$ cat src/include/ulpi_settings.svh
`ifndef ULPI_SETTINGS_SVH
`define ULPI_SETTINGS_SVH

// Receive buffer depth in beats
// The PHY cannot be stalled, so this bounds a burst from the host
`define RX_FIFO_DEPTH 16

// Upper nibble of a transmit command byte
// The low nibble carries the packet identifier
`define TXCMD_PREFIX 4'b0100

// Line state reported by the PHY when the bus is idle
// Full speed J state, as seen in an RX CMD
`define IDLE_LINESTATE 2'b01

`endif

$ cat src/logic/ulpi_pkg.sv
`default_nettype none

package ulpi_pkg;

  // One byte on the ULPI data bus
  typedef logic [7:0] ulpi_byte_t;

  typedef logic [1:0] linestate_t;

  // VBUS comparator levels as reported in an RX CMD
  typedef enum logic [1:0] {
    VBUS_OFF        = 2'd0,
    VBUS_SESS_END   = 2'd1,
    VBUS_SESS_VALID = 2'd2,
    VBUS_VALID      = 2'd3
  } vbus_state_t;

  typedef enum logic [1:0] {
    RX_INACTIVE = 2'd0,
    RX_ACTIVE   = 2'd1,
    RX_ERROR    = 2'd3
  } rx_event_t;

  // Field order follows the RX CMD bit layout, MSB first
  typedef struct packed {
    logic [1:0]  unused;
    rx_event_t   rx_event;
    vbus_state_t vbus_state;
    linestate_t  linestate;
  } rx_cmd_t;

  typedef struct packed {
    logic       last;
    ulpi_byte_t data;
  } beat_t;

endpackage

`default_nettype wire

$ cat src/logic/byte_stream_if.sv
`timescale 1ns/1ps
`default_nettype none

// Byte stream with a last-byte marker
// A beat moves on a rising clock when valid and ready are both high
interface byte_stream_if;

  logic                 valid;
  logic                 ready;
  logic                 last;
  ulpi_pkg::ulpi_byte_t data;

  modport source (
    output valid,
    output last,
    output data,
    input  ready
  );

  modport sink (
    input  valid,
    input  last,
    input  data,
    output ready
  );

endinterface

`default_nettype wire

$ cat src/logic/beat_fifo.sv
`timescale 1ns/1ps
`default_nettype none
`include "ulpi_settings.svh"

module beat_fifo (
  input wire            clock,
  input wire            areset_n,
  byte_stream_if.sink   wr_i,
  byte_stream_if.source rd_o,
  output logic          full_o
);

  localparam int DEPTH = `RX_FIFO_DEPTH;
  localparam int AW = (DEPTH > 1) ? $clog2(DEPTH) : 1;

  ulpi_pkg::beat_t mem [DEPTH];
  ulpi_pkg::beat_t head;

  logic [AW-1:0] wr_ptr;
  logic [AW-1:0] rd_ptr;
  logic [AW:0]   count;
  logic          do_write;
  logic          do_read;

  assign do_write = wr_i.valid && wr_i.ready;
  assign do_read  = rd_o.valid && rd_o.ready;

  // Storage array
  always_ff @(posedge clock) begin
    if (do_write) begin
      mem[wr_ptr] <= '{last: wr_i.last, data: wr_i.data};
    end
  end

  always_ff @(posedge clock or negedge areset_n) begin
    if (!areset_n) begin
      wr_ptr <= '0;
      rd_ptr <= '0;
      count  <= '0;
    end else begin
      if (do_write) begin
        wr_ptr <= (wr_ptr == AW'(DEPTH - 1)) ? '0 : wr_ptr + 1'b1;
      end
      if (do_read) begin
        rd_ptr <= (rd_ptr == AW'(DEPTH - 1)) ? '0 : rd_ptr + 1'b1;
      end
      // Occupancy only moves when exactly one side transfers
      case ({do_write, do_read})
        2'b10:   count <= count + 1'b1;
        2'b01:   count <= count - 1'b1;
        default: count <= count;
      endcase
    end
  end

  assign full_o     = (count == (AW + 1)'(DEPTH));
  assign wr_i.ready = !full_o;

  // Oldest beat sits at the read pointer
  // It stays put until the sink takes it
  assign head       = mem[rd_ptr];
  assign rd_o.valid = (count != '0);
  assign rd_o.data  = head.data;
  assign rd_o.last  = head.last;

endmodule

`default_nettype wire

$ cat src/flat_wrapper.sv
// flat-port wrapper written by rule: the top's interface ports become plain ports
module beat_fifo_flat 
  (clock, areset_n, full_o, wr_i_valid, wr_i_last, wr_i_data, wr_i_ready, rd_o_valid, rd_o_last, rd_o_data, rd_o_ready);
  byte_stream_if wr_i_i ();
  byte_stream_if rd_o_i ();
  input wire clock;
  input wire areset_n;
  output logic full_o;
  input wire logic [$bits(wr_i_i.valid)-1:0] wr_i_valid;
  input wire logic [$bits(wr_i_i.last)-1:0] wr_i_last;
  input wire logic [$bits(wr_i_i.data)-1:0] wr_i_data;
  output wire logic [$bits(wr_i_i.ready)-1:0] wr_i_ready;
  output wire logic [$bits(rd_o_i.valid)-1:0] rd_o_valid;
  output wire logic [$bits(rd_o_i.last)-1:0] rd_o_last;
  output wire logic [$bits(rd_o_i.data)-1:0] rd_o_data;
  input wire logic [$bits(rd_o_i.ready)-1:0] rd_o_ready;
  assign wr_i_i.valid = wr_i_valid;
  assign wr_i_i.last = wr_i_last;
  assign wr_i_i.data = wr_i_data;
  assign wr_i_ready = wr_i_i.ready;
  assign rd_o_valid = rd_o_i.valid;
  assign rd_o_last = rd_o_i.last;
  assign rd_o_data = rd_o_i.data;
  assign rd_o_i.ready = rd_o_ready;
  beat_fifo u_core (.clock(clock), .areset_n(areset_n), .wr_i(wr_i_i), .rd_o(rd_o_i), .full_o(full_o));
endmodule
$ cat config.mk
export PLATFORM = sky130hd
export DESIGN_NAME = beat_fifo_flat
export DESIGN_NICKNAME = d
export VERILOG_FILES = /design/src/logic/ulpi_pkg.sv /design/src/logic/byte_stream_if.sv /design/src/logic/beat_fifo.sv /design/src/flat_wrapper.sv
export VERILOG_INCLUDE_DIRS = /design/src /design/src/include
export SDC_FILE = /design/constraint.sdc
export NUM_CORES = 1
export LEC_CHECK = 0
export ABC_AREA = 1
export BUFFER_PORTS_ARGS = -buffer_cell sky130_fd_sc_hd__buf_4
export CORE_ASPECT_RATIO = 1.1
export CORE_MARGIN = 2
export CORE_UTILIZATION = 57
export DETAILED_ROUTE_END_ITERATION = 8
export HOLD_SLACK_MARGIN = 0.02
export PLACE_DENSITY = 0.74
export REMOVE_ABC_BUFFERS = 1
export SYNTH_ARGS = -nofsm -noshare
export SYNTH_HDL_FRONTEND = slang
export SYNTH_SLANG_ARGS = --single-unit
$ cat constraint.sdc
create_clock -name clock -period 2.2 [get_ports clock]
set_input_delay 0.44 -clock clock [delete_from_list [all_inputs] [get_ports clock]]
set_output_delay 0.44 -clock clock [all_outputs]
set_load 0.01 [all_outputs]
==> metrics.txt <==
outcome complete, but fails checks; violated checks negative setup slack; cell row count 42; share of cells above drive strength 1 0.148; CP Class register to primary output; sequential share of the synthesized area 0.673; GRT Overall Usage 0.247; Critical Path RT 1.76 ns; clock skew 0.00608 ns; Final Instance Area 8150 µm²; Die Footprint 13,000 µm²; Synth area leader edfxtp_1; hold path depth 1; hold crit path type input pin to register; Die Width 109 µm; CTS tree built; CTS sink count 157; Hold Vio Cnt, Final 0; Power Density 1260 nW/µm²; GPL Wtd Cong 0.846; Vias 4,902; IO Pins 25; nets 774; Syn Area/Cell 9.97 µm²; vias in the first global route 4,825; grt ovf 0; WL/cell 16.6 µm; TritonRoute pass-1 iters 5; top cells by area, synth edfxtp_1 (63%), nand2_1 (15%), dfrtp_1 (4.7%), nand3_1 (4.6%), nor2_1 (4.0%); synthesized area 6910 µm²; Startpoint Class register; H-tree Lvls 4; min Tclk post-route 2.22 ns; DRC 0; Slew headroom 0.741; final max-slew violation count 0; DP Wirelength 9350 µm; Starting Density 0.579; initial antenna violation count 0; crit share post-route 1.01; Seq cells post-synth 157; first-pass GRT wire length 23,700 µm; Routed WL 15,200 µm; vias per std cell 5.34; area grow syn2layout 18.0%; core area 11,900 µm²; RSZ-0062 raised after global routing true; Routed Antenna Nets 0; Ys Warns 0; CTS root buf clkbuf_16; IO Port Bufs 24; DRT iter0 DRCs 410; synth unique cells 21; Synth Instances 693; Post-DP Area 7410 µm²; Longest Clk Path Bufs 2; ant diodes 0; worst slew pin tran 0.389 ns; Final WS setup -0.0248 ns; Skew-Pair Late Insertion Delay 0.42 ns; Clock Pin Slew Worst Setup and Hold Paths 0.06 ns; CP arrival 1.78 ns; Final Setup Violations 5; Worst Path Max Fanout 11; Die Height 119 µm; share of the synthesized area in the top cell type 0.626; TritonCTS buffer count 17; Max Cap Viol 0; Final Util 0.683; Leak 3.49 nW; Highest Clock Rate 449 MHz; critical path capture point type primary output; largest net degree at the start of global routing 40; Max IR drop VDD 0.931 mV; worst r2r path cells 14
[sequential cells by signal, summed over array words and instances, names as in the netlist]
signal / cells
u_core.count: 5
u_core.rd_ptr: 4
u_core.mem: 144
u_core.wr_ptr: 4
[report_power, final]
| part | leakage (nW) | total, W | switching, W | internal (W) |
|---|---|---|---|---|
| clock network | 0.245 | 0.00264 | 0.00111 | 0.00154 |
| registers | 1.46 | 0.00384 | 0.000225 | 0.00362 |
| logic | 1.78 | 0.00379 | 0.00235 | 0.00144 |
| total | 3.49 | 0.0103 | 0.00368 | 0.00659 |
[final timing paths]
kind / start / slack [ns] / endpoint
setup / recovery: u_core.rd_ptr[0] / -0.02 / rd_o_data[1]
hold / removal: wr_i_data[5] / 0.35 / u_core.mem[1][5]
setup reg to reg: u_core.count[1] / 0.12 / u_core.count[4]
hold reg to reg: u_core.count[0] / 0.50 / u_core.count[0]
max in group asynchronous: areset_n / 1.61 / u_core.rd_ptr[0]
min in group asynchronous: areset_n / 0.40 / u_core.count[3]
[routing by layer]
metal / share of wire / GRT usage / up-vias
li1: - / - / 2348
met1: 0.40 / 0.308 / 2334
met2: 0.51 / 0.403 / 186
met3: 0.062 / 0.0580 / 34
met4: 0.027 / 0.118 / 0
met5: 0 / 0 / -
[worst max-delay path, cell delays in order (launching register included)]
cell and delay, ns:
dfrtp_2 0.48, clkinv_4 0.14, clkbuf_16 0.20, nand2_1 0.06, nand2_1 0.05, nand2_1 0.06
nand3_1 0.06, nand2_1 0.12, nand2_1 0.07, buf_4 0.14
[layout make-up]
class,instances,area (µm²)
flip-flops and latches,157,4650
fillers,830,3780
multi-input cells,436,1900
repair buffers,63,572
clock buffers,20,437
inverters,76,295
well taps,154,193
clock inverters,12,98.8
[cells in the final DEF (no fill, tap or decap), types with 4 or more instances in the layout]
cell / n
buf_12: 6
clkbuf_16: 18
nand2_2: 6
o21ai_0: 8
nand2_1: 266
nor2_1: 67
clkinvlp_4: 6
nor2_2: 6
clkinv_2: 4
nand3_1: 63
inv_1: 70
dfrtp_1: 10
ha_1: 8
nand4_1: 4
buf_4: 54
edfxtp_1: 144
[metrics by stage]
stage / setup TNS (ns) / instances / setup slack (ns) / power (W) / hold WS (ns)
2_1_floorplan: -11.67 / 669 / -1.17 / 0.00597 / 0.144
3_3_place_gp: 0 / 877 / 0.196 / 0.00714 / 0.292
3_5_place_dp: -0.00748 / 877 / -0.00748 / 0.00725 / 0.295
4_1_cts: -0.182 / 914 / -0.0396 / 0.0101 / 0.347
5_1_grt: -0.832 / 918 / -0.118 / 0.0108 / 0.356
6_report: -0.0565 / 918 / -0.0248 / 0.0103 / 0.354
[kinds of logic (layout without fill, tap and decap cells)]
logic type | Yosys count | in the layout | share of synthesized area
AND/OR/NAND/NOR | 414 | 414 | 0.240
flip-flops | 157 | 157 | 0.673
buffers and inverters | 100 | 171 | 0.0576
adder cells (fa/ha/maj) | 10 | 10 | 0.0192
AO/OA/AOI/OAI | 9 | 9 | 0.00652
XOR/XNOR | 3 | 3 | 0.00381
[Yosys cell counts (all sizes together)]
master and number:
dfrtp 13, edfxtp 144, nand4 4, nand2 272
buf 15, o21ai 9, nor2 74, fa 1
inv 75, ha 9, nand3 63, clkinv 1
xnor2 3, clkbuf 9, or2 1
[repair_timing]
| item | in CTS | in global routing |
|---|---|---|
| gates resized for setup | 14 | 16 |
| cloned | 1 | 1 |
| hold buffers | 1 | 0 |
| setup buffers | 3 | 4 |
| hold endpoints to repair | 13 | 0 |
| pin swaps | 1 | 4 |
| endpoints found under the setup margin | 10 | 10 |
No activity file was read; power rests on OpenSTA's default activity.
