File: config.mk
export PLATFORM = sky130hd
export DESIGN_NAME = ulpi_rx_flat
export DESIGN_NICKNAME = d
export VERILOG_FILES = /design/src/logic/ulpi_pkg.sv /design/src/logic/byte_stream_if.sv /design/src/logic/ulpi_rx.sv /design/src/flat_wrapper.sv
export VERILOG_INCLUDE_DIRS = /design/src /design/src/include
export SDC_FILE = /design/constraint.sdc
export NUM_CORES = 1
export LEC_CHECK = 0
export BUFFER_PORTS_ARGS = -buffer_cell sky130_fd_sc_hd__buf_2
export CAP_MARGIN = 5
export CORE_AREA = 3 3 40 42
export CTS_BUF_LIST = sky130_fd_sc_hd__clkbuf_2 sky130_fd_sc_hd__clkbuf_4 sky130_fd_sc_hd__clkbuf_8
export CTS_CLUSTER_DIAMETER = 100
export DETAILED_ROUTE_END_ITERATION = 16
export DIE_AREA = 0 0 43 45
export PLACE_DENSITY = 0.65
export SYNTH_ARGS = -nofsm -noshare
export SYNTH_HDL_FRONTEND = slang
export SYNTH_SLANG_ARGS = --single-unit
File: constraint.sdc
create_clock -name clock -period 1.71 [get_ports clock]
set_input_delay 0.171 -clock clock [delete_from_list [all_inputs] [get_ports clock]]
set_output_delay 0.171 -clock clock [all_outputs]
set_load 0.1 [all_outputs]
File: src/include/ulpi_settings.svh
`ifndef ULPI_SETTINGS_SVH
`define ULPI_SETTINGS_SVH

// Receive buffer depth in beats
// The PHY cannot be stalled, so this bounds a burst from the host
`define RX_FIFO_DEPTH 16

// Upper nibble of a transmit command byte
// The low nibble carries the packet identifier
`define TXCMD_PREFIX 4'b0100

// Line state reported by the PHY when the bus is idle
// Full speed J state, as seen in an RX CMD
`define IDLE_LINESTATE 2'b01

`endif

File: src/logic/ulpi_pkg.sv
`default_nettype none

package ulpi_pkg;

  // One byte on the ULPI data bus
  typedef logic [7:0] ulpi_byte_t;

  typedef logic [1:0] linestate_t;

  // VBUS comparator levels as reported in an RX CMD
  typedef enum logic [1:0] {
    VBUS_OFF        = 2'd0,
    VBUS_SESS_END   = 2'd1,
    VBUS_SESS_VALID = 2'd2,
    VBUS_VALID      = 2'd3
  } vbus_state_t;

  typedef enum logic [1:0] {
    RX_INACTIVE = 2'd0,
    RX_ACTIVE   = 2'd1,
    RX_ERROR    = 2'd3
  } rx_event_t;

  // Field order follows the RX CMD bit layout, MSB first
  typedef struct packed {
    logic [1:0]  unused;
    rx_event_t   rx_event;
    vbus_state_t vbus_state;
    linestate_t  linestate;
  } rx_cmd_t;

  typedef struct packed {
    logic       last;
    ulpi_byte_t data;
  } beat_t;

endpackage

`default_nettype wire

File: src/logic/byte_stream_if.sv
`timescale 1ns/1ps
`default_nettype none

// Byte stream with a last-byte marker
// A beat moves on a rising clock when valid and ready are both high
interface byte_stream_if;

  logic                 valid;
  logic                 ready;
  logic                 last;
  ulpi_pkg::ulpi_byte_t data;

  modport source (
    output valid,
    output last,
    output data,
    input  ready
  );

  modport sink (
    input  valid,
    input  last,
    input  data,
    output ready
  );

endinterface

`default_nettype wire

File: src/logic/ulpi_rx.sv
`timescale 1ns/1ps
`default_nettype none
`include "ulpi_settings.svh"

module ulpi_rx (
  input wire                        clock,
  input wire                        areset_n,
  input wire                        ulpi_dir_i,
  input wire                        ulpi_nxt_i,
  input wire ulpi_pkg::ulpi_byte_t  ulpi_data_i,
  input wire                        fifo_full_i,
  byte_stream_if.source             rx_wr_o,
  output logic                      vbus_valid_o,
  output logic                      line_idle_o,
  output logic                      overflow_o
);

  logic dir_q;
  logic bus_owned;
  logic cmd_cycle;
  logic data_cycle;
  logic dir_fall;

  ulpi_pkg::rx_cmd_t    rx_cmd;
  ulpi_pkg::ulpi_byte_t pending_data;
  logic                 pending_valid;

  // First dir-high cycle is the turnaround and carries nothing
  assign bus_owned  = ulpi_dir_i && dir_q;
  assign cmd_cycle  = bus_owned && !ulpi_nxt_i;
  assign data_cycle = bus_owned && ulpi_nxt_i;
  assign dir_fall   = !ulpi_dir_i && dir_q;

  assign rx_cmd = ulpi_pkg::rx_cmd_t'(ulpi_data_i);

  // The pending byte goes out when the next one arrives
  // or, marked as last, when the PHY hands the bus back
  assign rx_wr_o.valid = pending_valid && (data_cycle || dir_fall);
  assign rx_wr_o.last  = dir_fall;
  assign rx_wr_o.data  = pending_data;

  always_ff @(posedge clock or negedge areset_n) begin
    if (!areset_n) begin
      dir_q         <= 1'b0;
      pending_valid <= 1'b0;
    end else begin
      dir_q <= ulpi_dir_i;
      if (data_cycle) begin
        pending_valid <= 1'b1;
      end else if (dir_fall) begin
        pending_valid <= 1'b0;
      end
    end
  end

  always_ff @(posedge clock) begin
    if (data_cycle) begin
      pending_data <= ulpi_data_i;
    end
  end

  // Status levels from the most recent RX CMD
  always_ff @(posedge clock or negedge areset_n) begin
    if (!areset_n) begin
      vbus_valid_o <= 1'b0;
      line_idle_o  <= 1'b0;
    end else if (cmd_cycle) begin
      vbus_valid_o <= (rx_cmd.vbus_state == ulpi_pkg::VBUS_VALID);
      line_idle_o  <= (rx_cmd.linestate == `IDLE_LINESTATE);
    end
  end

  // A write into a full FIFO loses the beat
  always_ff @(posedge clock or negedge areset_n) begin
    if (!areset_n) begin
      overflow_o <= 1'b0;
    end else begin
      overflow_o <= rx_wr_o.valid && fifo_full_i;
    end
  end

endmodule

`default_nettype wire

File: src/flat_wrapper.sv
// flat-port wrapper written by rule: the top's interface ports become plain ports
module ulpi_rx_flat 
  (clock, areset_n, ulpi_dir_i, ulpi_nxt_i, ulpi_data_i, fifo_full_i, vbus_valid_o, line_idle_o, overflow_o, rx_wr_o_valid, rx_wr_o_last, rx_wr_o_data, rx_wr_o_ready);
  byte_stream_if rx_wr_o_i ();
  input wire clock;
  input wire areset_n;
  input wire ulpi_dir_i;
  input wire ulpi_nxt_i;
  input wire ulpi_pkg::ulpi_byte_t ulpi_data_i;
  input wire fifo_full_i;
  output logic vbus_valid_o;
  output logic line_idle_o;
  output logic overflow_o;
  output wire logic [$bits(rx_wr_o_i.valid)-1:0] rx_wr_o_valid;
  output wire logic [$bits(rx_wr_o_i.last)-1:0] rx_wr_o_last;
  output wire logic [$bits(rx_wr_o_i.data)-1:0] rx_wr_o_data;
  input wire logic [$bits(rx_wr_o_i.ready)-1:0] rx_wr_o_ready;
  assign rx_wr_o_valid = rx_wr_o_i.valid;
  assign rx_wr_o_last = rx_wr_o_i.last;
  assign rx_wr_o_data = rx_wr_o_i.data;
  assign rx_wr_o_i.ready = rx_wr_o_ready;
  ulpi_rx u_core (.clock(clock), .areset_n(areset_n), .ulpi_dir_i(ulpi_dir_i), .ulpi_nxt_i(ulpi_nxt_i), .ulpi_data_i(ulpi_data_i), .fifo_full_i(fifo_full_i), .rx_wr_o(rx_wr_o_i), .vbus_valid_o(vbus_valid_o), .line_idle_o(line_idle_o), .overflow_o(overflow_o));
endmodule
==> impl_metrics.tcl, run 1 <==
set metrics [dict create \
    port-buffer-count 25 \
    initial_utilization_pct 36.6 \
    numCtsBuffers 3 \
    tightest_slew_ns 0.486 \
    skew_ns 0.00279 \
    vias 314 \
    hold_class "in -> reg" \
    post_cts_resized 0 \
    whs_ns 0.0788 \
    slew_viol_final 0 \
    root_buffer "clkbuf_4" \
    design_area_um2 657 \
    grt_pass1_vias 339 \
    drtIter0Drc 2 \
    drc 0 \
    nets 71 \
    rsz0062_at_grt "false" \
    place.gp.congestion 0.623 \
    ios 27 \
    start_kind "flop" \
    clk_transition_reported_paths_ns 0.07 \
    die_w_um 43 \
    cellPowerDensity_nw_per_um2 1130 \
    status "finished clean" \
    ys_types 13 \
    fmax_mhz 671 \
    place_area_um2 617 \
    fp.dieH_um 45 \
    irDropWorstVdd_mv 0.522 \
    avgRoutedWirePerCell_um 10.4 \
    path_max_fanout 6 \
    setup-tns-final_ns 0 \
    cp.required_ns 1.54 \
    worstSetupPathType "reg -> out" \
    cts.sinks 13 \
    grt_overflow_total 0 \
    wl_um 739 \
    antenna_found_initial 0 \
    core_um2 1280 \
    first_pass_iters 4 \
    die-area_um2 1940 \
    end_kind "output pin" \
    track_usage_pct 9.17 \
    power.leakage_nw 0.326 \
    grt_max_degree 9 \
    synth.avg_cell_area_um2 18.1 \
    clock_latency_ns 0.26 \
    cap_violations 0 \
    synth_nets 40 \
    ctsHoldBuffers 1 \
    cts_tree "built" \
    detail-route-antenna-nets 0 \
    yosysSeqAreaShare_pct 77.7 \
    drive_gt1_share_pct 62.5 \
    vias_per_cell 4.42 \
    max_slew_margin_pct 67.8 \
    hold_violations 0 \
    yosysWarnings 0 \
    cts.path.max_buffers 2 \
    n_antenna_cell 0 \
    grt_pass1_wl_um 1270 \
    cp.arrival_ns 1.32 \
    synth-seq-cells 13 \
    core.rowCount 13 \
    synth_area_um2 470 \
    post_cts_buffers 0 \
    setup-violations-final 0 \
    layout_min_cycle_time_ns 1.49 \
    syn2layout_area_growth_pct 39.6 \
    h-tree-depth 1 \
    synthCells 26 \
    layout_worst_path_cycle_share_pct 87.1 \
]
[power by group]
group,switching [W],total (W),internal (W)
clock network,0.0000868,0.000193,0.000106
logic,0.000149,0.000186,0.0000374
registers,0.00000838,0.000361,0.000353
total,0.000244,0.000740,0.000496
[logic make-up after synthesis]
group / share of synthesized area (%)
compound gates: 1.06
buf+inv: 0.797
flops: 77.7
mux: 5.32
simple gates: 15.2
[metal layers]
metal,vias to the layer above,GRT usage (%),part of all wire [%],routed length [um]
li1,153,-,-,-
met1,145,8.67,34,253
met2,14,16.8,54,402
met3,2,2.39,9.9,73
met4,0,7.23,1.2,9
met5,-,0,0,0
[worst max-delay path: stages, from the launching register on]
cell and delay [ns]:
dfrtp_1 0.44, nor2b_2 0.18, buf_2 0.43
[final cells by class]
type / count / area, um2
fill: 121 / 628
timing repair buffer: 26 / 135
clock buffer: 4 / 30.0
sequential: 13 / 365
multi-input combinational: 12 / 104
tap: 15 / 18.8
inverter: 1 / 3.75
[through the flow]
| stage | setup slack [ns] | utilization (%) | power, W | instances |
|---|---|---|---|---|
| finish | 0.220 | 51.1 | 0.000740 | 71 |
| global route | 0.162 | 51.1 | 0.000774 | 71 |
| floorplan | 0.161 | - | 0.000516 | 26 |
| detailed placement | 0.503 | 48.0 | 0.000554 | 66 |
| global placement | 0.511 | 48.0 | 0.000553 | 66 |
| CTS | 0.207 | 51.1 | 0.000752 | 71 |
[flip-flops by register name, indices dropped and copies added (netlist names)]
| register | cells |
|---|---|
| u_core.vbus_valid_o | 1 |
| u_core.pending_valid | 1 |
| u_core.rx_wr_o.data | 8 |
| u_core.line_idle_o | 1 |
| u_core.dir_q | 1 |
| u_core.overflow_o | 1 |
[cell usage in the layout, fill, tap and decap left out]
cell,count
buf_2,25
edfxtp_1,8
dfrtp_1,5
clkbuf_4,4
and3_2,2
nor2b_2,1
nand2b_1,1
and4_2,1
nand2_1,1
inv_1,1
nand3b_4,1
mux2i_1,1
a21oi_1,1
nor2_1,1
nor2b_1,1
mux2_4,1
dlygate4sd3_1,1
[worst paths after layout]
path                       slack (ns)                     end  cells past startpoint                 start
max                              0.22            rx_wr_o_last                      2          u_core.dir_q
min                              0.08  u_core.rx_wr_o.data[6]                      1        ulpi_data_i[6]
max reg2reg                      0.64  u_core.rx_wr_o.data[2]                      1          u_core.dir_q
min reg2reg                      0.51    u_core.pending_valid                      2  u_core.pending_valid
max in group asynchronous        1.34      u_core.line_idle_o                      2              areset_n
min in group asynchronous        0.24    u_core.pending_valid                      2              areset_n
[cells in the mapped netlist]
cell type / number / area share [%]
mux2_4: 1 / 3.2
and3_2: 2 / 3.2
nand3b_4: 1 / 4.3
and4_2: 1 / 2.1
nor2b_1: 2 / 2.7
a21oi_1: 1 / 1.1
nor2_1: 1 / 0.80
dfrtp_1: 5 / 27
mux2i_1: 1 / 2.1
nand2_1: 1 / 0.80
edfxtp_1: 8 / 51
inv_1: 1 / 0.80
nand2b_1: 1 / 1.3
No activity file was read; power rests on OpenSTA's default activity.
==> run 2: changes to the inputs <==
- CTS_BUF_LIST: sky130_fd_sc_hd__clkbuf_2 sky130_fd_sc_hd__clkbuf_4 sky130_fd_sc_hd__clkbuf_8 -> sky130_fd_sc_hd__clkbuf_8
==> run 2 against run 1 <==
Non-clock buffer count unchanged. Sequential cell count unchanged. Global-route usage down 0.17 points. Sequential share of layout area down 1.2 points.
==> impl_metrics.tcl, run 2 (synthesis gave the netlist of run 1 again) <==
set metrics [dict create \
    status "finished clean" \
    layout_commonest_cell "buf_2" \
    max_stage_delay_ns 0.44 \
    n_antenna_cell 0 \
    hold_violations 0 \
    cellPowerDensity_nw_per_um2 1190 \
    cp.arrival_ns 1.28 \
    rsz0062_at_grt "false" \
    path_cells "nor2b_2 -> buf_2" \
    fp.dieH_um 45 \
    power_w 0.000799 \
    p_seq_share_pct 45.4 \
    worstSetupPathType "reg -> out" \
    wl_um 731 \
    grt_overflow_total 0 \
    cts.sinks 13 \
    post_cts_resized 0 \
    cp_top_family "flip-flops" \
    mostFrequentLayoutCells "25 x buf_2, 8 x edfxtp_1, 5 x dfrtp_1" \
    final_cells 71 \
    h-tree-depth 1 \
    combPwrFrac_pct 23.3 \
    start_kind "flop" \
    post-place-cells 66 \
    cts_tree "built" \
    largest_register_ffs 8 \
    numCtsBuffers 3 \
    regArea_um2 365 \
    avgRoutedWirePerCell_um 10.3 \
    n_fill_cell 119 \
    post_cts_buffers 0 \
    end_kind "output pin" \
    clock_latency_ns 0.23 \
    max_slew_margin_pct 67.8 \
    die-area_um2 1940 \
    core_um2 1280 \
    syn2layout_area_growth_pct 42.8 \
    antenna_found_initial 0 \
    die_w_um 43 \
    grt_pass1_vias 341 \
    internal_power_w 0.000549 \
    drtIter0Drc 1 \
    multiInputGateArea_um2 104 \
    grt_pass1_wl_um 1270 \
    layout_min_cycle_time_ns 1.46 \
    ctsHoldBuffers 1 \
    p_sw_share_pct 31.3 \
    timing.final.ws_setup_ns 0.255 \
    cts.path.max_buffers 2 \
    first_pass_iters 4 \
    cp.required_ns 1.54 \
    tightest_slew_ns 0.486 \
    port-buffer-count 25 \
    initial_utilization_pct 36.6 \
    vias_per_cell 4.45 \
    power.leakage_nw 0.335 \
    clk_transition_reported_paths_ns 0.05 \
    detail-route-antenna-nets 0 \
    setup-violations-final 0 \
    cp.buffers_inverters 1 \
    ios 27 \
    root_buffer "clkbuf_8" \
    drc 0 \
    track_usage_pct 9.00 \
    p_clk_share_pct 31.3 \
    p_switching_w 0.000250 \
    slowest_stage "dfrtp_1" \
    core.rowCount 13 \
    fmax_mhz 687 \
    setup-tns-final_ns 0 \
    slew_viol_final 0 \
    skew_ns 0.000822 \
    hold_class "in -> reg" \
    drive_gt1_share_pct 60.7 \
    layout_worst_path_cycle_share_pct 85.1 \
    post-place-ws_ns 0.503 \
    cap_violations 0 \
    path_max_fanout 6 \
    grt_max_degree 9 \
    irDropWorstVdd_mv 0.655 \
    nets 71 \
    vias 316 \
    place.gp.congestion 0.623 \
]
==> run 2: per-layer routing <==
metal / part of all wire [%] / global-route usage [%]
met5: 0 / 0
met4: 1.2 / 5.42
met3: 9.8 / 2.39
met2: 53 / 16.5
met1: 36 / 9.18
==> run 2: path summary, 6_finish.rpt <==
path,start,endpoint,slack (ns),cells after the start
max,u_core.dir_q,rx_wr_o_last,0.25,2
min,ulpi_data_i[6],u_core.rx_wr_o.data[6],0.11,1
max reg2reg,u_core.dir_q,u_core.rx_wr_o.data[4],0.64,1
min reg2reg,u_core.pending_valid,u_core.pending_valid,0.51,2
max in group asynchronous,areset_n,u_core.overflow_o,1.31,2
min in group asynchronous,areset_n,u_core.dir_q,0.28,2
==> run 2: final cells by class <==
| type | instances | area share, % |
|---|---|---|
| clock inverter | 1 | 0.559 |
| clock buffer | 3 | 6.15 |
| multi-input combinational | 12 | 15.5 |
| tap | 15 | 2.79 |
| timing repair buffer | 26 | 20.1 |
| inverter | 1 | 0.559 |
| sequential | 13 | 54.4 |
==> run 2: power groups by stage <==
stage | clock, W | sequential [W] | combinational, W
after floorplan | 0 | 0.000470 | 0.0000452
after detailed placement | 0 | 0.000368 | 0.000186
after global routing | 0.000274 | 0.000364 | 0.000195
final | 0.000250 | 0.000362 | 0.000186
after global placement | 0 | 0.000368 | 0.000186
after CTS | 0.000258 | 0.000362 | 0.000188
==> run 2: metrics by stage <==
| step | hold slack [ns] | cell area [um2] | util, % |
|---|---|---|---|
| floorplan | -0.125 | 473 | - |
| global placement | -0.00770 | 617 | 48.0 |
| detailed placement | -0.00795 | 617 | 48.0 |
| CTS | 0.111 | 672 | 52.3 |
| global route | 0.109 | 672 | 52.3 |
| finish | 0.115 | 672 | 52.3 |
==> run 3: changes to the inputs <==
- BUFFER_PORTS_ARGS: -buffer_cell sky130_fd_sc_hd__buf_2 -> -buffer_cell sky130_fd_sc_hd__buf_4
- CORE_AREA: 3 3 40 42 -> 2 2 39 41
- DIE_AREA: 0 0 43 45 -> 0 0 41 43
==> run 3 against run 2 <==
Die area is 8.9% lower. Via count down 3.5%. Largest cell class unchanged. Clock skew about the same. Register-to-register slack is essentially flat. First-iteration DRC count unchanged. Sequential share of layout area down 4.7 points. Fmax grew 8.4%. Critical endpoint unchanged. Routed wire length up 7.9%. Cell count rose by 1.4%. Clock-buffer cell count is the same. Global-route usage is 0.66 points higher.
==> impl_metrics.tcl, run 3 (synthesis gave the netlist of run 1 again) <==
set metrics [dict create \
    status "finished clean" \
    p_sw_share_pct 30.9 \
    skew_ns 0.000500 \
    design_area_um2 736 \
    p_switching_w 0.000253 \
    port-buffer-count 25 \
    cts.sinks 13 \
    layout_worst_path_cycle_share_pct 78.5 \
    fmax_mhz 745 \
    cp.required_ns 1.54 \
    ios 27 \
    drc 0 \
    largest_register_ffs 8 \
    detail-route-antenna-nets 0 \
    track_usage_pct 9.66 \
    internal_power_w 0.000567 \
    cts_tree "built" \
    die-area_um2 1760 \
    cap_violations 0 \
    hold_class "in -> reg" \
    grt_max_degree 9 \
    wl_um 789 \
    nets 71 \
    hold_violations 0 \
    slowest_stage "dfrtp_1" \
    layout_commonest_cell "buf_4" \
    core_um2 1380 \
    setup-violations-final 0 \
    max_stage_delay_ns 0.44 \
    setup-tns-final_ns 0 \
    cp.buffers_inverters 1 \
    initial_utilization_pct 34.0 \
    mostFrequentLayoutCells "25 x buf_4, 8 x edfxtp_1, 5 x dfrtp_1" \
    p_seq_share_pct 44.3 \
    clk_transition_reported_paths_ns 0.05 \
    numCtsBuffers 3 \
    drtIter0Drc 1 \
    root_buffer "clkbuf_8" \
    worstSetupPathType "reg -> out" \
    core.rowCount 14 \
    path_cells "nor2b_2 -> buf_4" \
    antenna_found_initial 0 \
    cp.arrival_ns 1.17 \
    syn2layout_area_growth_pct 56.4 \
    vias 305 \
    grt_pass1_vias 284 \
    cellPowerDensity_nw_per_um2 1110 \
    power_w 0.000820 \
    vias_per_cell 4.24 \
    start_kind "flop" \
    max_slew_margin_pct 81.5 \
    slew_viol_final 0 \
    cp_top_family "flip-flops" \
    place_area_um2 681 \
    post_cts_resized 0 \
    tightest_slew_ns 0.279 \
    fp.dieH_um 43 \
    finish.utilization_pct 53.2 \
    avgRoutedWirePerCell_um 11.0 \
    cts.path.max_buffers 2 \
    grt_pass1_wl_um 1090 \
    first_pass_iters 4 \
    n_fill_cell 125 \
    place.gp.congestion 0.680 \
    layout_min_cycle_time_ns 1.34 \
    h-tree-depth 1 \
    p_clk_share_pct 30.6 \
    die_w_um 41 \
    n_antenna_cell 0 \
    whs_ns 0.102 \
    grt_overflow_total 0 \
    power.leakage_nw 0.354 \
    path_max_fanout 6 \
    end_kind "output pin" \
    clock_latency_ns 0.23 \
    combPwrFrac_pct 25.1 \
    irDropWorstVdd_mv 0.445 \
    rsz0062_at_grt "false" \
    drive_gt1_share_pct 60.7 \
]
## run 3: cell types whose count changed in the layout (fill, tap and decap cells not counted)
cell   before  now
buf_2      25    0
buf_4       0   25
## run 3: power by group through the flow
stage / sequential (W) / combinational, W / clock (W)
finish: 0.000363 / 0.000206 / 0.000251
global route: 0.000365 / 0.000214 / 0.000276
CTS: 0.000363 / 0.000207 / 0.000260
detailed placement: 0.000369 / 0.000205 / 0
global placement: 0.000368 / 0.000204 / 0
floorplan: 0.000470 / 0.0000452 / 0
## run 3: path summary, 6_finish.rpt
check                      depth (start not counted)  slack [ns]                  from                endpoint
setup / recovery                                   2        0.37          u_core.dir_q            rx_wr_o_last
hold / removal                                     1        0.10            ulpi_dir_i            u_core.dir_q
setup reg to reg                                   1        0.65          u_core.dir_q  u_core.rx_wr_o.data[5]
hold reg to reg                                    2        0.51  u_core.pending_valid    u_core.pending_valid
max in group asynchronous                          2        1.34              areset_n     u_core.vbus_valid_o
min in group asynchronous                          2        0.27              areset_n    u_core.pending_valid
## run 3: metal layers
metal  vias to the layer above  track usage [%]  wire (um)
met5                         -                0          0
met1                       136             10.4        291
met3                         0             1.57         86
met2                        17             15.3        411
met4                         0             8.00          0
li1                        152                -          -
## run 3: cell type report
type                            instances  area, um2  share of cell area (%)
Multi-Input combinational cell         12        104                    14.1
Inverter                                1       3.75                   0.510
Tap cell                               16       20.0                    2.72
Clock buffer                            3       41.3                    5.61
Timing Repair Buffer                   26        198                    26.9
Clock inverter                          1       3.75                   0.510
Sequential cell                        13        365                    49.7
## run 3: what timing repair did
| item | 4_1_cts | 5_1_grt |
|---|---|---|
| hold buffers | 1 | 0 |
| buffers inserted | 0 | 0 |
| hold endpoints to repair | 5 | 0 |
| endpoints found under the setup margin | 0 | 0 |
## run 3: stage by stage
step           setup slack, ns  std cells
2_1_floorplan            0.161         26
3_3_place_gp             0.631         67
3_5_place_dp             0.621         67
4_1_cts                  0.364         72
5_1_grt                  0.313         72
6_report                 0.368         72
