<file path="src/include/ulpi_settings.svh">
`ifndef ULPI_SETTINGS_SVH
`define ULPI_SETTINGS_SVH

// Receive buffer depth in beats
// The PHY cannot be stalled, so this bounds a burst from the host
`define RX_FIFO_DEPTH 16

// Upper nibble of a transmit command byte
// The low nibble carries the packet identifier
`define TXCMD_PREFIX 4'b0100

// Line state reported by the PHY when the bus is idle
// Full speed J state, as seen in an RX CMD
`define IDLE_LINESTATE 2'b01

`endif

</file>
<file path="src/logic/ulpi_pkg.sv">
`default_nettype none

package ulpi_pkg;

  // One byte on the ULPI data bus
  typedef logic [7:0] ulpi_byte_t;

  typedef logic [1:0] linestate_t;

  // VBUS comparator levels as reported in an RX CMD
  typedef enum logic [1:0] {
    VBUS_OFF        = 2'd0,
    VBUS_SESS_END   = 2'd1,
    VBUS_SESS_VALID = 2'd2,
    VBUS_VALID      = 2'd3
  } vbus_state_t;

  typedef enum logic [1:0] {
    RX_INACTIVE = 2'd0,
    RX_ACTIVE   = 2'd1,
    RX_ERROR    = 2'd3
  } rx_event_t;

  // Field order follows the RX CMD bit layout, MSB first
  typedef struct packed {
    logic [1:0]  unused;
    rx_event_t   rx_event;
    vbus_state_t vbus_state;
    linestate_t  linestate;
  } rx_cmd_t;

  typedef struct packed {
    logic       last;
    ulpi_byte_t data;
  } beat_t;

endpackage

`default_nettype wire

</file>
<file path="src/logic/ulpi_tx.sv">
`timescale 1ns/1ps
`default_nettype none
`include "ulpi_settings.svh"

module ulpi_tx (
  input wire                        clock,
  input wire                        areset_n,
  input wire                        ulpi_dir_i,
  input wire                        ulpi_nxt_i,
  input wire                        s_tvalid_i,
  input wire                        s_tlast_i,
  input wire ulpi_pkg::ulpi_byte_t  s_tdata_i,
  output logic                      s_tready_o,
  output ulpi_pkg::ulpi_byte_t      ulpi_data_o,
  output logic                      ulpi_stp_o
);

  typedef enum logic [2:0] {
    ST_IDLE,
    ST_CMD,
    ST_DATA,
    ST_STOP,
    ST_DISCARD
  } state_t;

  state_t               state;
  state_t               state_next;
  ulpi_pkg::ulpi_byte_t txcmd_q;
  logic                 take;

  // PHY latches the bus byte only while the link owns the bus
  assign take = ulpi_nxt_i && !ulpi_dir_i;

  always_comb begin
    state_next = state;
    case (state)
      ST_IDLE: begin
        if (!ulpi_dir_i && s_tvalid_i) begin
          state_next = ST_CMD;
        end
      end
      ST_CMD: begin
        // PID leaves s_axis together with the TX CMD
        if (ulpi_dir_i) begin
          state_next = ST_DISCARD;
        end else if (ulpi_nxt_i) begin
          state_next = s_tlast_i ? ST_STOP : ST_DATA;
        end
      end
      ST_DATA: begin
        if (ulpi_dir_i) begin
          state_next = ST_DISCARD;
        end else if (ulpi_nxt_i && s_tvalid_i && s_tlast_i) begin
          state_next = ST_STOP;
        end
      end
      ST_STOP: begin
        state_next = ST_IDLE;
      end
      ST_DISCARD: begin
        // Drain the abandoned packet up to its last beat
        if (s_tvalid_i && s_tready_o && s_tlast_i) begin
          state_next = ST_IDLE;
        end
      end
      default: begin
        state_next = ST_IDLE;
      end
    endcase
  end

  always_ff @(posedge clock or negedge areset_n) begin
    if (!areset_n) begin
      state <= ST_IDLE;
    end else begin
      state <= state_next;
    end
  end

  always_ff @(posedge clock) begin
    if (state == ST_IDLE && state_next == ST_CMD) begin
      txcmd_q <= {`TXCMD_PREFIX, s_tdata_i[3:0]};
    end
  end

  always_comb begin
    case (state)
      ST_CMD, ST_DATA: s_tready_o = take;
      ST_DISCARD:      s_tready_o = !ulpi_dir_i;
      default:         s_tready_o = 1'b0;
    endcase
  end

  always_comb begin
    case (state)
      ST_CMD:  ulpi_data_o = txcmd_q;
      ST_DATA: ulpi_data_o = s_tdata_i;
      default: ulpi_data_o = '0;
    endcase
  end

  // Stop goes out with a zero data byte
  assign ulpi_stp_o = (state == ST_STOP);

endmodule

`default_nettype wire
</file>
<file path="config.mk">
export PLATFORM = sky130hd
export DESIGN_NAME = ulpi_tx
export DESIGN_NICKNAME = d
export VERILOG_FILES = /design/src/logic/ulpi_pkg.sv /design/src/logic/ulpi_tx.sv
export VERILOG_INCLUDE_DIRS = /design/src /design/src/include
export SDC_FILE = /design/constraint.sdc
export NUM_CORES = 1
export LEC_CHECK = 0
export ABC_AREA = 1
export BUFFER_PORTS_ARGS = -buffer_cell sky130_fd_sc_hd__buf_2
export CORE_AREA = 2 2 39 41
export DETAILED_ROUTE_END_ITERATION = 16
export DIE_AREA = 0 0 41 43
export PLACE_DENSITY = 0.65
export SLEW_MARGIN = 15
export SYNTH_ARGS = -nofsm -noshare
export SYNTH_HDL_FRONTEND = slang
export SYNTH_SLANG_ARGS = --single-unit
</file>
<file path="constraint.sdc">
create_clock -name clock -period 1.29 [get_ports clock]
set_input_delay 0.1935 -clock clock [delete_from_list [all_inputs] [get_ports clock]]
set_output_delay 0.1935 -clock clock [all_outputs]
set_load 0.05 [all_outputs]
</file>
==> results of run 1 <==
==> cells in the mapped netlist (all sizes together) <==
cell	count
nand3	8
nor2	9
nand2	32
inv	10
edfxtp	4
dfrtp	3
==> critical path, stage by stage (launching register included) <==
cell	delay (ps)
sky130_fd_sc_hd__dfrtp_2	440
sky130_fd_sc_hd__buf_4	150
sky130_fd_sc_hd__nor2_4	160
sky130_fd_sc_hd__nand2_1	80
sky130_fd_sc_hd__nand2_1	70
sky130_fd_sc_hd__buf_6	150
==> state kept, by name (all words and copies together), names as in the netlist <==
register / flops
state: 3
txcmd_q: 4
==> stage by stage <==
step / TNS (ps) / hold WS, ps / cell area, µm²
after floorplan: -609 / -102 / 442
after global placement: -225 / -4.73 / 622
after detailed placement: -325 / -5.68 / 622
after CTS: -1610 / 127 / 796
after global routing: -2650 / 121 / 807
final: -1750 / 131 / 807
==> cell families (layout without fill, tap and decap cells) <==
| group | count (synthesis) | after routing | synth area share |
|---|---|---|---|
| flops | 7 | 7 | 0.444 |
| buf+inv | 10 | 50 | 0.0855 |
| simple gates | 49 | 49 | 0.470 |
==> report_power, final <==
| group | switching, mW | internal (mW) | leakage, nW |
|---|---|---|---|
| registers | 0.0454 | 0.316 | 0.0757 |
| clock network | 0.0781 | 0.118 | 0.0150 |
| logic | 0.590 | 0.401 | 0.349 |
==> worst max-delay path by stage <==
stage	from	end	slack, ps
after global routing	state[0]	ulpi_data_o[3]	-280
after CTS	state[2]	ulpi_data_o[6]	-180
after detailed placement	state[0]	s_tready_o	-70
after global placement	state[0]	s_tready_o	-60
final	state[0]	ulpi_data_o[6]	-200
after floorplan	state[0]	ulpi_data_o[4]	-180
==> repair_timing <==
| item | CTS | global route |
|---|---|---|
| pin swaps | 5 | 5 |
| resized for setup | 33 | 2 |
| endpoints found under the hold margin | 3 | 0 |
| endpoints found under the setup margin | 10 | 14 |
| hold buffers | 1 | 0 |
| buffers inserted | 5 | 1 |
==> area by class of cell <==
cell class,instances,area share
Clock buffer,4,0.0326
Tap cell,16,0.0248
Sequential cell,7,0.243
Multi-Input combinational cell,49,0.299
Timing Repair Buffer,36,0.353
Inverter,10,0.0465
==> layout by cell type (no fill, tap or decap), types with 2 or more instances in the layout <==
cell type | synthesis | routed
sky130_fd_sc_hd__nand2_1 | 31 | 27
sky130_fd_sc_hd__buf_2 | 0 | 13
sky130_fd_sc_hd__buf_4 | 0 | 11
sky130_fd_sc_hd__buf_6 | 0 | 10
sky130_fd_sc_hd__nand3_1 | 7 | 7
sky130_fd_sc_hd__inv_1 | 8 | 6
sky130_fd_sc_hd__nand2_2 | 1 | 5
sky130_fd_sc_hd__inv_2 | 2 | 4
sky130_fd_sc_hd__edfxtp_1 | 4 | 4
sky130_fd_sc_hd__nor2_2 | 2 | 3
sky130_fd_sc_hd__nor2_4 | 0 | 3
sky130_fd_sc_hd__nor2_1 | 7 | 3
sky130_fd_sc_hd__clkbuf_4 | 0 | 3
sky130_fd_sc_hd__dfrtp_1 | 3 | 2
==> metal layers <==
| layer | global-route usage | wire, µm |
|---|---|---|
| met1 | 0.154 | 463 |
| met4 | 0.0600 | 7 |
| met3 | 0.0157 | 25 |
| met2 | 0.238 | 608 |
| met5 | 0 | 0 |
==> results by group, run 1 <==
Setup path
  • Arrival time of the worst setup path: between 1000 and 1500 ps
  • Launching point of the worst reg2reg path: state[0]
  • Reg-to-reg critical path endpoint: state[0]
  • Critical path start-end classification: reg -> out
  • Number of cells on the worst reg-to-reg path: 7
  • Critical path required time: between 1000 and 1500 ps
  • Largest fanout on the critical path: 6
  • Worst reg-to-reg setup slack: 20 ps
  • Startpoint type of the worst setup path: flip-flop
  • Kind of end point of the critical path: output pin

Clock tree
  • Count of H-tree levels built during CTS: 1
  • Clock net sink count: 7
  • CTS buffer count: 3
  • Clock input transition at the sequential cells of the worst setup and hold paths: roughly 60 ps
  • Max clock buf depth: 2
  • Clock root buffer master: sky130_fd_sc_hd__clkbuf_4
  • TritonCTS clock tree: done
  • Worst skew pair latency: approximately 250 ps

Status
  • Failing checks: setup timing
  • Run status: finished, violations left

Floorplan
  • Row cnt: 14
  • Top-Level Pins: 24
  • Die Y: approximately 43 µm
  • Initial core utilization: 0.317
  • Placeable core area: between 1000 and 1500 µm²
  • Die footprint: between 1500 and 2000 µm²
  • Die outline width: between 40 and 50 µm

GRT
  • Maximum number of pins on one net before global-route repair: 8
  • Grt total ovfl: 0
  • Total global routing track utilization: 0.136
  • Number of antenna violations at the first check in global routing: 0
  • Wire length of the first global-routing pass: 1670 µm
  • Via count of the first global-routing pass: around 480

Min path
  • Cells on Worst Hold Path: 1
  • Hold Crit Class: in -> reg
  • Hold worst-path end: txcmd_q[1]
  • Origin of the worst min-delay path: s_tdata_i[1]

Placed design
  • Final HPWL from detailed placement: just over 800 µm
  • Placed Cells: 111
  • Worst slack after detailed placement: -69.0 ps
  • Buffers on Ports: 23
  • Routability cong.: ~0.76

Logic synthesis
  • Post-synthesis average cell area: 6.65 µm²
  • Cells after Synth: 66
  • Fraction of the yosys area taken by sequential cells: 0.444
  • Mapped cell area: 439 µm²
  • Post-Synthesis Net Count: 80
  • Post-synth top area cell: sky130_fd_sc_hd__edfxtp_1
  • Area contributors post-synth: sky130_fd_sc_hd__edfxtp_1 (27%), sky130_fd_sc_hd__nand2_1 (26%), sky130_fd_sc_hd__dfrtp_1 (17%), sky130_fd_sc_hd__nand3_1 (8.0%), sky130_fd_sc_hd__inv_1 (6.8%)
  • Area share of the largest cell type after synthesis: 0.274
  • Post-synthesis register bit count: 7
  • Post-synthesis cell type count: 10
  • Count of yosys warnings during synthesis: 0

Cells and area
  • Non-filler cells in the finished layout: 122
  • Layout overhead on the synthesized area: 83.8%
  • Sequential cell area: approximately 200 µm²
  • Post-route core utilization: 0.583
  • Fillers: ~120
  • Layout cell share with drive strength beyond 1: 0.519
  • Multi-input logic area: 241 µm²
  • Diode count: 0
  • Post-layout nets: between 100 and 150

Detailed routing
  • Routed length per placed instance: about 9.0 µm
  • Via count: between 500 and 600
  • Iteration-0 DRC count of the detailed router: 11
  • Overall routed net length: around 1100 µm
  • Pre-Repair DR Iteration Count: 4
  • Remaining DRCs: 0
  • Via density per instance: about 4.4
  • Antenna viol nets, final: 0

Timing
  • Final hold violation count: 0
  • Max-slew violation total from the final report: 0
  • Fin crit period: between 1000 and 1500 ps
  • Portion of the clock cycle consumed by the worst path in the final layout: 1.16
  • Timing-limited maximum frequency: ~670 MHz
  • Transition time of the tightest slew-check pin: 181 ps
  • Final worst clock skew: 6.73 ps
  • Number of endpoints failing setup at the final stage: 10
  • Final worst setup slack: -204 ps
  • Tightest slew margin relative to the limit: 0.879
  • RSZ-0062 raised after global routing: yes

Power and ir drop
  • VDD IR max: 0.000614 V
  • Final total power: roughly 1.5 mW
  • Pwr dens: 1920 nW/µm²
  • Static leakage power: 0.439 nW

Flow run
  • Maxcap violations: 0
(Power assumes the default switching activity.)
==> run 2: changes to the inputs <==
--- a/config.mk
+++ b/config.mk
@@ -9,8 +9,10 @@
 export ABC_AREA = 1
 export BUFFER_PORTS_ARGS = -buffer_cell sky130_fd_sc_hd__buf_2
 export CORE_AREA = 2 2 39 41
+export CTS_CLUSTER_SIZE = 12
 export DETAILED_ROUTE_END_ITERATION = 16
 export DIE_AREA = 0 0 41 43
+export GPL_TIMING_DRIVEN = 0
 export PLACE_DENSITY = 0.65
 export SLEW_MARGIN = 15
 export SYNTH_ARGS = -nofsm -noshare
==> results by group, run 2 (same netlist as run 1, synthesis figures left out) <==
Floorplan
  • Top-Level Pins: 24 (unchanged)
  • Die outline width: 41 µm (unchanged)
  • Die footprint: 1760 µm² (unchanged)
  • Initial core utilization: 0.317 (unchanged)
  • Row cnt: 14 (unchanged)
  • Placeable core area: 1380 µm² (unchanged)
  • Die Y: 43 µm (unchanged)

Timing
  • Final worst clock skew: 3.50 ps (was 6.73 ps)
  • Final setup TNS: -1850 ps (was -1750 ps)
  • Tightest slew margin relative to the limit: 0.870 (was 0.879)
  • RSZ-0062 raised after global routing: yes (unchanged)
  • Final hold violation count: 0 (unchanged)
  • Max-slew violation total from the final report: 0 (unchanged)
  • Transition time of the tightest slew-check pin: 195 ps (was 181 ps)
  • Final worst setup slack: -242 ps (was -204 ps)
  • Portion of the clock cycle consumed by the worst path in the final layout: 1.19 (was 1.16)
  • Fin crit period: 1530 ps (was 1490 ps)
  • Number of endpoints failing setup at the final stage: 10 (unchanged)
  • Timing-limited maximum frequency: 653 MHz (was 669 MHz)

Clock tree
  • Worst skew pair latency: 250 ps (about the same)
  • Clock input transition at the sequential cells of the worst setup and hold paths: 50 ps (was 60 ps)
  • Clock root buffer master: sky130_fd_sc_hd__clkbuf_4 (unchanged)
  • Clock net sink count: 7 (unchanged)
  • Max clock buf depth: 2 (unchanged)
  • TritonCTS clock tree: done (unchanged)
  • CTS buffer count: 3 (unchanged)
  • Count of H-tree levels built during CTS: 1 (unchanged)

Setup path
  • Kind of end point of the critical path: output pin (unchanged)
  • Cell type with the highest occurrence count on the critical path: sky130_fd_sc_hd__nand2_1 (unchanged)
  • Critical path start-end classification: reg -> out (unchanged)
  • Critical path required time: 1100 ps (about the same)
  • Launching point of the worst reg2reg path: state[0] (unchanged)
  • Critical path launch point: state[0] (unchanged)
  • Buf/Inv on CP: 2 (unchanged)
  • Largest fanout on the critical path: 6 (unchanged)
  • Slowest cell on crit path: sky130_fd_sc_hd__dfrtp_2 (unchanged)
  • Worst path max stage delay: 450 ps (was 440 ps)
  • Startpoint type of the worst setup path: flip-flop (unchanged)
  • Ordered list of cells on the worst path: buf_12 > nor2_4 > nand2_1 > nand2_1 > buf_6 (was buf_4 > nor2_4 > nand2_1 > nand2_1 > buf_6)
  • Cell class contributing the biggest share of worst-path delay: flip-flops (unchanged)
  • Arrival time of the worst setup path: 1340 ps (was 1300 ps)

Power and ir drop
  • Switching power as a share of total power: 0.466 (was 0.461)
  • Sw power: 0.739 mW (was 0.713 mW)
  • Share of total power in the clock network: 0.122 (was 0.127)
  • Static leakage power: 0.431 nW (was 0.439 nW)
  • Pwr dens: 1920 nW/µm² (about the same)
  • Cell internal pwr: 0.848 mW (was 0.835 mW)
  • Comb pwr share: 0.649 (was 0.640)
  • VDD IR max: 0.000764 V (was 0.000614 V)
  • Share of power burned in registers: 0.229 (was 0.233)

GRT
  • Total global routing track utilization: 0.179 (was 0.136)
  • Wire length of the first global-routing pass: 2100 µm (was 1670 µm)
  • Maximum number of pins on one net before global-route repair: 8 (unchanged)
  • Grt total ovfl: 0 (unchanged)
  • Via count of the first global-routing pass: 502 (was 476)
  • Number of antenna violations at the first check in global routing: 0 (unchanged)

Min path
  • Origin of the worst min-delay path: s_tdata_i[0] (was s_tdata_i[1])
  • Hold Crit Class: in -> reg (unchanged)

Cells and area
  • Registers with the most flip-flops: txcmd_q x4, state x3 (unchanged)
  • Layout overhead on the synthesized area: 88.6% (was 83.8%)
  • Reg with most FFs: txcmd_q (unchanged)
  • Multi-input logic area: 259 µm² (was 241 µm²)
  • Fillers: 121 (was 122)
  • Post-layout nets: 118 (was 121)
  • Layout cell share with drive strength beyond 1: 0.524 (was 0.519)
  • Post-route core utilization: 0.599 (was 0.583)
  • Most frequent standard cell in the layout excluding fill and tap cells: sky130_fd_sc_hd__nand2_1 (unchanged)
  • Commonest cells after routing, fill and taps aside: sky130_fd_sc_hd__nand2_1 (25), sky130_fd_sc_hd__buf_2 (13) (was sky130_fd_sc_hd__nand2_1 (27), sky130_fd_sc_hd__buf_2 (13), sky130_fd_sc_hd__buf_4 (11))
  • Number of flip-flops in the largest register: 4 (unchanged)
  • Sequential cell area: 196 µm² (unchanged)
  • Diode count: 0 (unchanged)

Detailed routing
  • Overall routed net length: 1330 µm (was 1100 µm)
  • Routed length per placed instance: 11.2 µm (was 9.05 µm)
  • Antenna viol nets, final: 0 (unchanged)
  • Via density per instance: 4.55 (was 4.44)
  • Via count: 541 (was 542)
  • Remaining DRCs: 0 (unchanged)
  • Pre-Repair DR Iteration Count: 3 (was 4)
  • Iteration-0 DRC count of the detailed router: 13 (was 11)

Placed design
  • Worst slack after detailed placement: -98.4 ps (was -69.0 ps)
  • Routability cong.: 0.767 (was 0.763)
  • Final HPWL from detailed placement: 820 µm (was 804 µm)
  • Buffers on Ports: 23 (unchanged)

Status
  • Failing checks: setup timing (unchanged)
  • Run status: finished, violations left (unchanged)

Flow run
  • Maxcap violations: 0 (unchanged)
==> run 2: cell types whose count changed in the layout (fill, tap and decap cells not counted), moves of 2 or more <==
cell / before / now
sky130_fd_sc_hd__nand2_1: 27 / 25
sky130_fd_sc_hd__nand2_2: 5 / 7
sky130_fd_sc_hd__buf_8: 1 / 4
sky130_fd_sc_hd__buf_6: 10 / 7
sky130_fd_sc_hd__buf_4: 11 / 7
==> run 2: worst paths after layout <==
check	endpoint	slack (ps)	cells after the start
max in group asynchronous	state[0]	900	2
hold reg to reg	state[0]	700	4
setup reg to reg	txcmd_q[1]	70	5
min in group asynchronous	state[1]	270	2
hold / removal	txcmd_q[0]	140	1
setup / recovery	ulpi_data_o[0]	-240	5
==> run 2: layout make-up <==
type / count / share of cell area
repair buffers: 33 / 0.346
well taps: 16 / 0.0242
flip-flops and latches: 7 / 0.237
clock buffers: 4 / 0.0317
inverters: 10 / 0.0483
multi-input cells: 49 / 0.313
==> run 2: timing repair <==
action                                  4_1_cts  5_1_grt
pin swaps                                     1        3
cloned                                        0        0
gates resized for setup                      30       13
endpoints found under the setup margin       10       14
hold endpoints to repair                      3        0
hold buffers                                  1        0
setup buffers                                 8        1
==> run 2: power groups by stage <==
| stage | clock [mW] | sequential (mW) | combinational (mW) |
|---|---|---|---|
| 3_5_place_dp | 0 | 0.363 | 0.651 |
| 5_1_grt | 0.216 | 0.373 | 1.09 |
| 4_1_cts | 0.200 | 0.363 | 0.957 |
| 2_1_floorplan | 0 | 0.354 | 0.506 |
| 3_3_place_gp | 0 | 0.362 | 0.643 |
| 6_report | 0.193 | 0.364 | 1.03 |
==> run 2: metrics by stage <==
stage | hold slack [ps] | std cells | area (µm²) | total power, mW
3_5_place_dp | -6.81 | 105 | 577 | 1.01
2_1_floorplan | -102 | 66 | 442 | 0.861
4_1_cts | 131 | 118 | 783 | 1.52
5_1_grt | 132 | 119 | 828 | 1.68
3_3_place_gp | -8.63 | 105 | 577 | 1.01
6_report | 136 | 119 | 828 | 1.59
==> run 2: worst register-to-register path, cell delays in order, from the launching register on <==
cell and delay (ps):
sky130_fd_sc_hd__dfrtp_2 450, sky130_fd_sc_hd__inv_4 100, sky130_fd_sc_hd__nand2_1 80, sky130_fd_sc_hd__nor2_1 110
sky130_fd_sc_hd__nand2_1 100, sky130_fd_sc_hd__inv_2 110
==> run 2: layer usage <==
metal | vias up | global-route usage | share of wire
met5 | - | 0 | 0
met1 | 247 | 0.207 | 0.38
li1 | 275 | - | -
met4 | 0 | 0.100 | 0.037
met2 | 13 | 0.284 | 0.55
met3 | 6 | 0.0419 | 0.035
==> run 3: changes to the inputs <==
--- a/config.mk
+++ b/config.mk
@@ -8,12 +8,16 @@
 export LEC_CHECK = 0
 export ABC_AREA = 1
 export BUFFER_PORTS_ARGS = -buffer_cell sky130_fd_sc_hd__buf_2
-export CORE_AREA = 2 2 39 41
+export CELL_PAD_IN_SITES_DETAIL_PLACEMENT = 1
+export CELL_PAD_IN_SITES_GLOBAL_PLACEMENT = 2
+export CORE_ASPECT_RATIO = 1.4
+export CORE_MARGIN = 2
+export CORE_UTILIZATION = 20
 export CTS_CLUSTER_SIZE = 12
 export DETAILED_ROUTE_END_ITERATION = 16
-export DIE_AREA = 0 0 41 43
 export GPL_TIMING_DRIVEN = 0
-export PLACE_DENSITY = 0.65
+export PLACE_DENSITY = 0.77
+export RECOVER_POWER = 100
 export SLEW_MARGIN = 15
 export SYNTH_ARGS = -nofsm -noshare
 export SYNTH_HDL_FRONTEND = slang
==> results by group, run 3 (same netlist as run 1, synthesis figures left out) <==
Status
  • Run status: finished, violations left (unchanged)
  • Failing checks: setup timing (unchanged)

Floorplan
  • Initial core utilization: 0.206 (was 0.317)
  • Die Y: 59.4 µm (was 43 µm)
  • Die footprint: 2590 µm² (was 1760 µm²)
  • Top-Level Pins: 24 (unchanged)
  • Die outline width: 43.6 µm (was 41 µm)
  • Row cnt: 20 (was 14)
  • Placeable core area: 2130 µm² (was 1380 µm²)

Timing
  • Final worst clock skew: 4.31 ps (was 3.50 ps)
  • RSZ-0062 raised after global routing: yes (unchanged)
  • Portion of the clock cycle consumed by the worst path in the final layout: 1.21 (was 1.19)
  • Final setup TNS: -2190 ps (was -1850 ps)
  • Worst hold slack: 126 ps (was 136 ps)
  • Max-slew violation total from the final report: 0 (unchanged)
  • Final worst setup slack: -268 ps (was -242 ps)
  • Timing-limited maximum frequency: 642 MHz (was 653 MHz)
  • Fin crit period: 1560 ps (was 1530 ps)
  • Tightest slew margin relative to the limit: 0.856 (was 0.870)
  • Final hold violation count: 0 (unchanged)
  • Number of endpoints failing setup at the final stage: 10 (unchanged)
  • Transition time of the tightest slew-check pin: 216 ps (was 195 ps)

Setup path
  • Startpoint type of the worst setup path: flip-flop (unchanged)
  • Critical path required time: 1100 ps (about the same)
  • Arrival time of the worst setup path: 1360 ps (was 1340 ps)
  • Cell class contributing the biggest share of worst-path delay: flip-flops (unchanged)
  • Critical path launch point: state[0] (unchanged)
  • Largest fanout on the critical path: 5 (was 6)
  • Launching point of the worst reg2reg path: state[0] (unchanged)
  • Stages on worst setup path: 6 (was 5)
  • Critical path start-end classification: reg -> out (unchanged)
  • Critical path destination: s_tready_o (was ulpi_data_o[0])
  • Slowest cell on crit path: sky130_fd_sc_hd__dfrtp_2 (unchanged)
  • Reg-to-reg critical path endpoint: txcmd_q[3] (was txcmd_q[1])
  • Buf/Inv on CP: 2 (unchanged)
  • Kind of end point of the critical path: output pin (unchanged)
  • Worst reg-to-reg setup slack: 10 ps (was 70 ps)
  • Ordered list of cells on the worst path: inv_4 > nand3_4 > nand2_4 > nand3_2 > nand2_2 > buf_8 (was buf_12 > nor2_4 > nand2_1 > nand2_1 > buf_6)
  • Number of cells on the worst reg-to-reg path: 5 (unchanged)
  • Worst path max stage delay: 460 ps (was 450 ps)

Cells and area
  • Layout cell share with drive strength beyond 1: 0.500 (was 0.524)
  • Multi-input logic area: 267 µm² (was 259 µm²)
  • Post-layout nets: 121 (was 118)
  • Fillers: 276 (was 121)
  • Layout overhead on the synthesized area: 90.9% (was 88.6%)
  • Most frequent standard cell in the layout excluding fill and tap cells: sky130_fd_sc_hd__nand2_1 (unchanged)
  • Reg with most FFs: txcmd_q (unchanged)
  • Non-filler cells in the finished layout: 128 (was 119)
  • Sequential cell area: 196 µm² (unchanged)
  • Diode count: 0 (unchanged)
  • Number of flip-flops in the largest register: 4 (unchanged)
  • Commonest cells after routing, fill and taps aside: sky130_fd_sc_hd__nand2_1 (28), sky130_fd_sc_hd__buf_4 (11), sky130_fd_sc_hd__buf_2 (10), sky130_fd_sc_hd__buf_6 (10), sky130_fd_sc_hd__inv_1 (6) (was sky130_fd_sc_hd__nand2_1 (25), sky130_fd_sc_hd__buf_2 (13))
  • Registers with the most flip-flops: txcmd_q x4, state x3 (unchanged)
  • Post-route core utilization: 0.394 (was 0.599)

Power and ir drop
  • Cell internal pwr: 0.851 mW (was 0.848 mW)
  • Switching power as a share of total power: 0.477 (was 0.466)
  • Comb pwr share: 0.645 (was 0.649)
  • VDD IR max: 0.000709 V (was 0.000764 V)
  • Share of total power in the clock network: 0.128 (was 0.122)
  • Pwr dens: 1940 nW/µm² (was 1920 nW/µm²)
  • Static leakage power: 0.435 nW (was 0.431 nW)
  • Sw power: 0.775 mW (was 0.739 mW)
  • Share of power burned in registers: 0.227 (was 0.229)

Detailed routing
  • Iteration-0 DRC count of the detailed router: 1 (was 13)
  • Remaining DRCs: 0 (unchanged)
  • Via density per instance: 4.30 (was 4.55)
  • Routed length per placed instance: 11.9 µm (was 11.2 µm)
  • Antenna viol nets, final: 0 (unchanged)
  • Pre-Repair DR Iteration Count: 3 (unchanged)
  • Overall routed net length: 1520 µm (was 1330 µm)
  • Via count: 550 (was 541)

Clock tree
  • Max clock buf depth: 2 (unchanged)
  • TritonCTS clock tree: done (unchanged)
  • Clock input transition at the sequential cells of the worst setup and hold paths: 50 ps (about the same)
  • Clock net sink count: 7 (unchanged)
  • Count of H-tree levels built during CTS: 1 (unchanged)
  • Worst skew pair latency: 260 ps (was 250 ps)
  • CTS buffer count: 3 (unchanged)
  • Clock root buffer master: sky130_fd_sc_hd__clkbuf_4 (unchanged)

GRT
  • Grt total ovfl: 0 (unchanged)
  • Number of antenna violations at the first check in global routing: 0 (unchanged)
  • Wire length of the first global-routing pass: 2350 µm (was 2100 µm)
  • Via count of the first global-routing pass: 564 (was 502)
  • Total global routing track utilization: 0.128 (was 0.179)
  • Maximum number of pins on one net before global-route repair: 8 (unchanged)

Placed design
  • Final HPWL from detailed placement: 1040 µm (was 820 µm)
  • Buffers on Ports: 23 (unchanged)
  • Worst slack after detailed placement: -138 ps (was -98.4 ps)
  • Routability cong.: 0.649 (was 0.767)
  • Placed Cells: 111 (was 105)

Min path
  • Hold Crit Class: in -> reg (unchanged)
  • Cells on Worst Hold Path: 1 (unchanged)

Flow run
  • Maxcap violations: 0 (unchanged)
## run 3: changes by cell type in the layout (fill, tap and decap cells not counted), moves of 2 or more
cell | before | now
sky130_fd_sc_hd__buf_6 | 7 | 10
sky130_fd_sc_hd__buf_2 | 13 | 10
sky130_fd_sc_hd__buf_4 | 7 | 11
sky130_fd_sc_hd__clkbuf_1 | 1 | 4
sky130_fd_sc_hd__buf_8 | 4 | 1
sky130_fd_sc_hd__nand3_2 | 0 | 2
sky130_fd_sc_hd__nand2_1 | 25 | 28
sky130_fd_sc_hd__nand3_1 | 7 | 5
sky130_fd_sc_hd__nand2_2 | 7 | 3
## run 3: metrics by stage
stage | instance area [µm²] | total power, mW
after detailed placement | 584 | 1.03
after global routing | 838 | 1.73
after global placement | 584 | 1.01
after CTS | 786 | 1.53
after floorplan | 442 | 0.861
final | 838 | 1.63
## run 3: worst register-to-register path, stage by stage, from the launching register on
cell	delay (ps)
sky130_fd_sc_hd__dfrtp_2	460
sky130_fd_sc_hd__inv_4	110
sky130_fd_sc_hd__nand2_1	100
sky130_fd_sc_hd__nor2_1	130
sky130_fd_sc_hd__nand2_1	100
sky130_fd_sc_hd__inv_2	110
## run 3: worst min path at each step
stage	start	to	slack, ps
global route	s_tdata_i[0]	txcmd_q[0]	120
floorplan	areset_n	state[0]	-100
finish	s_tdata_i[3]	txcmd_q[3]	130
detailed placement	areset_n	state[1]	-5
global placement	areset_n	state[1]	-5
CTS	s_tdata_i[3]	txcmd_q[3]	130
## run 3: what timing repair did
item | in CTS | in global routing
setup endpoints to repair | 10 | 14
buffers inserted | 8 | 4
hold buffers | 1 | 0
resized for setup | 33 | 7
pin swaps | 4 | 5
gates cloned | 0 | 0
endpoints found under the hold margin | 3 | 0
## run 3: routing by layer
metal	up-vias	share of wire	track usage
met4	0	0.036	0.0909
met2	16	0.59	0.239
met1	249	0.32	0.116
met3	5	0.056	0.0274
met5	-	0	0
li1	280	-	-
## run 3: layout make-up
type,count,share of cell area
clock buffer,4,0.0313
sequential,7,0.234
tap,22,0.0328
inverter,10,0.0478
multi-input combinational,49,0.318
timing repair buffer,36,0.336
## run 3: power groups by stage
stage | Clock, mW | Sequential (mW) | Combinational, mW
final | 0.209 | 0.369 | 1.05
after global routing | 0.230 | 0.375 | 1.12
after CTS | 0.208 | 0.363 | 0.961
after detailed placement | 0 | 0.367 | 0.664
after global placement | 0 | 0.361 | 0.653
after floorplan | 0 | 0.354 | 0.506
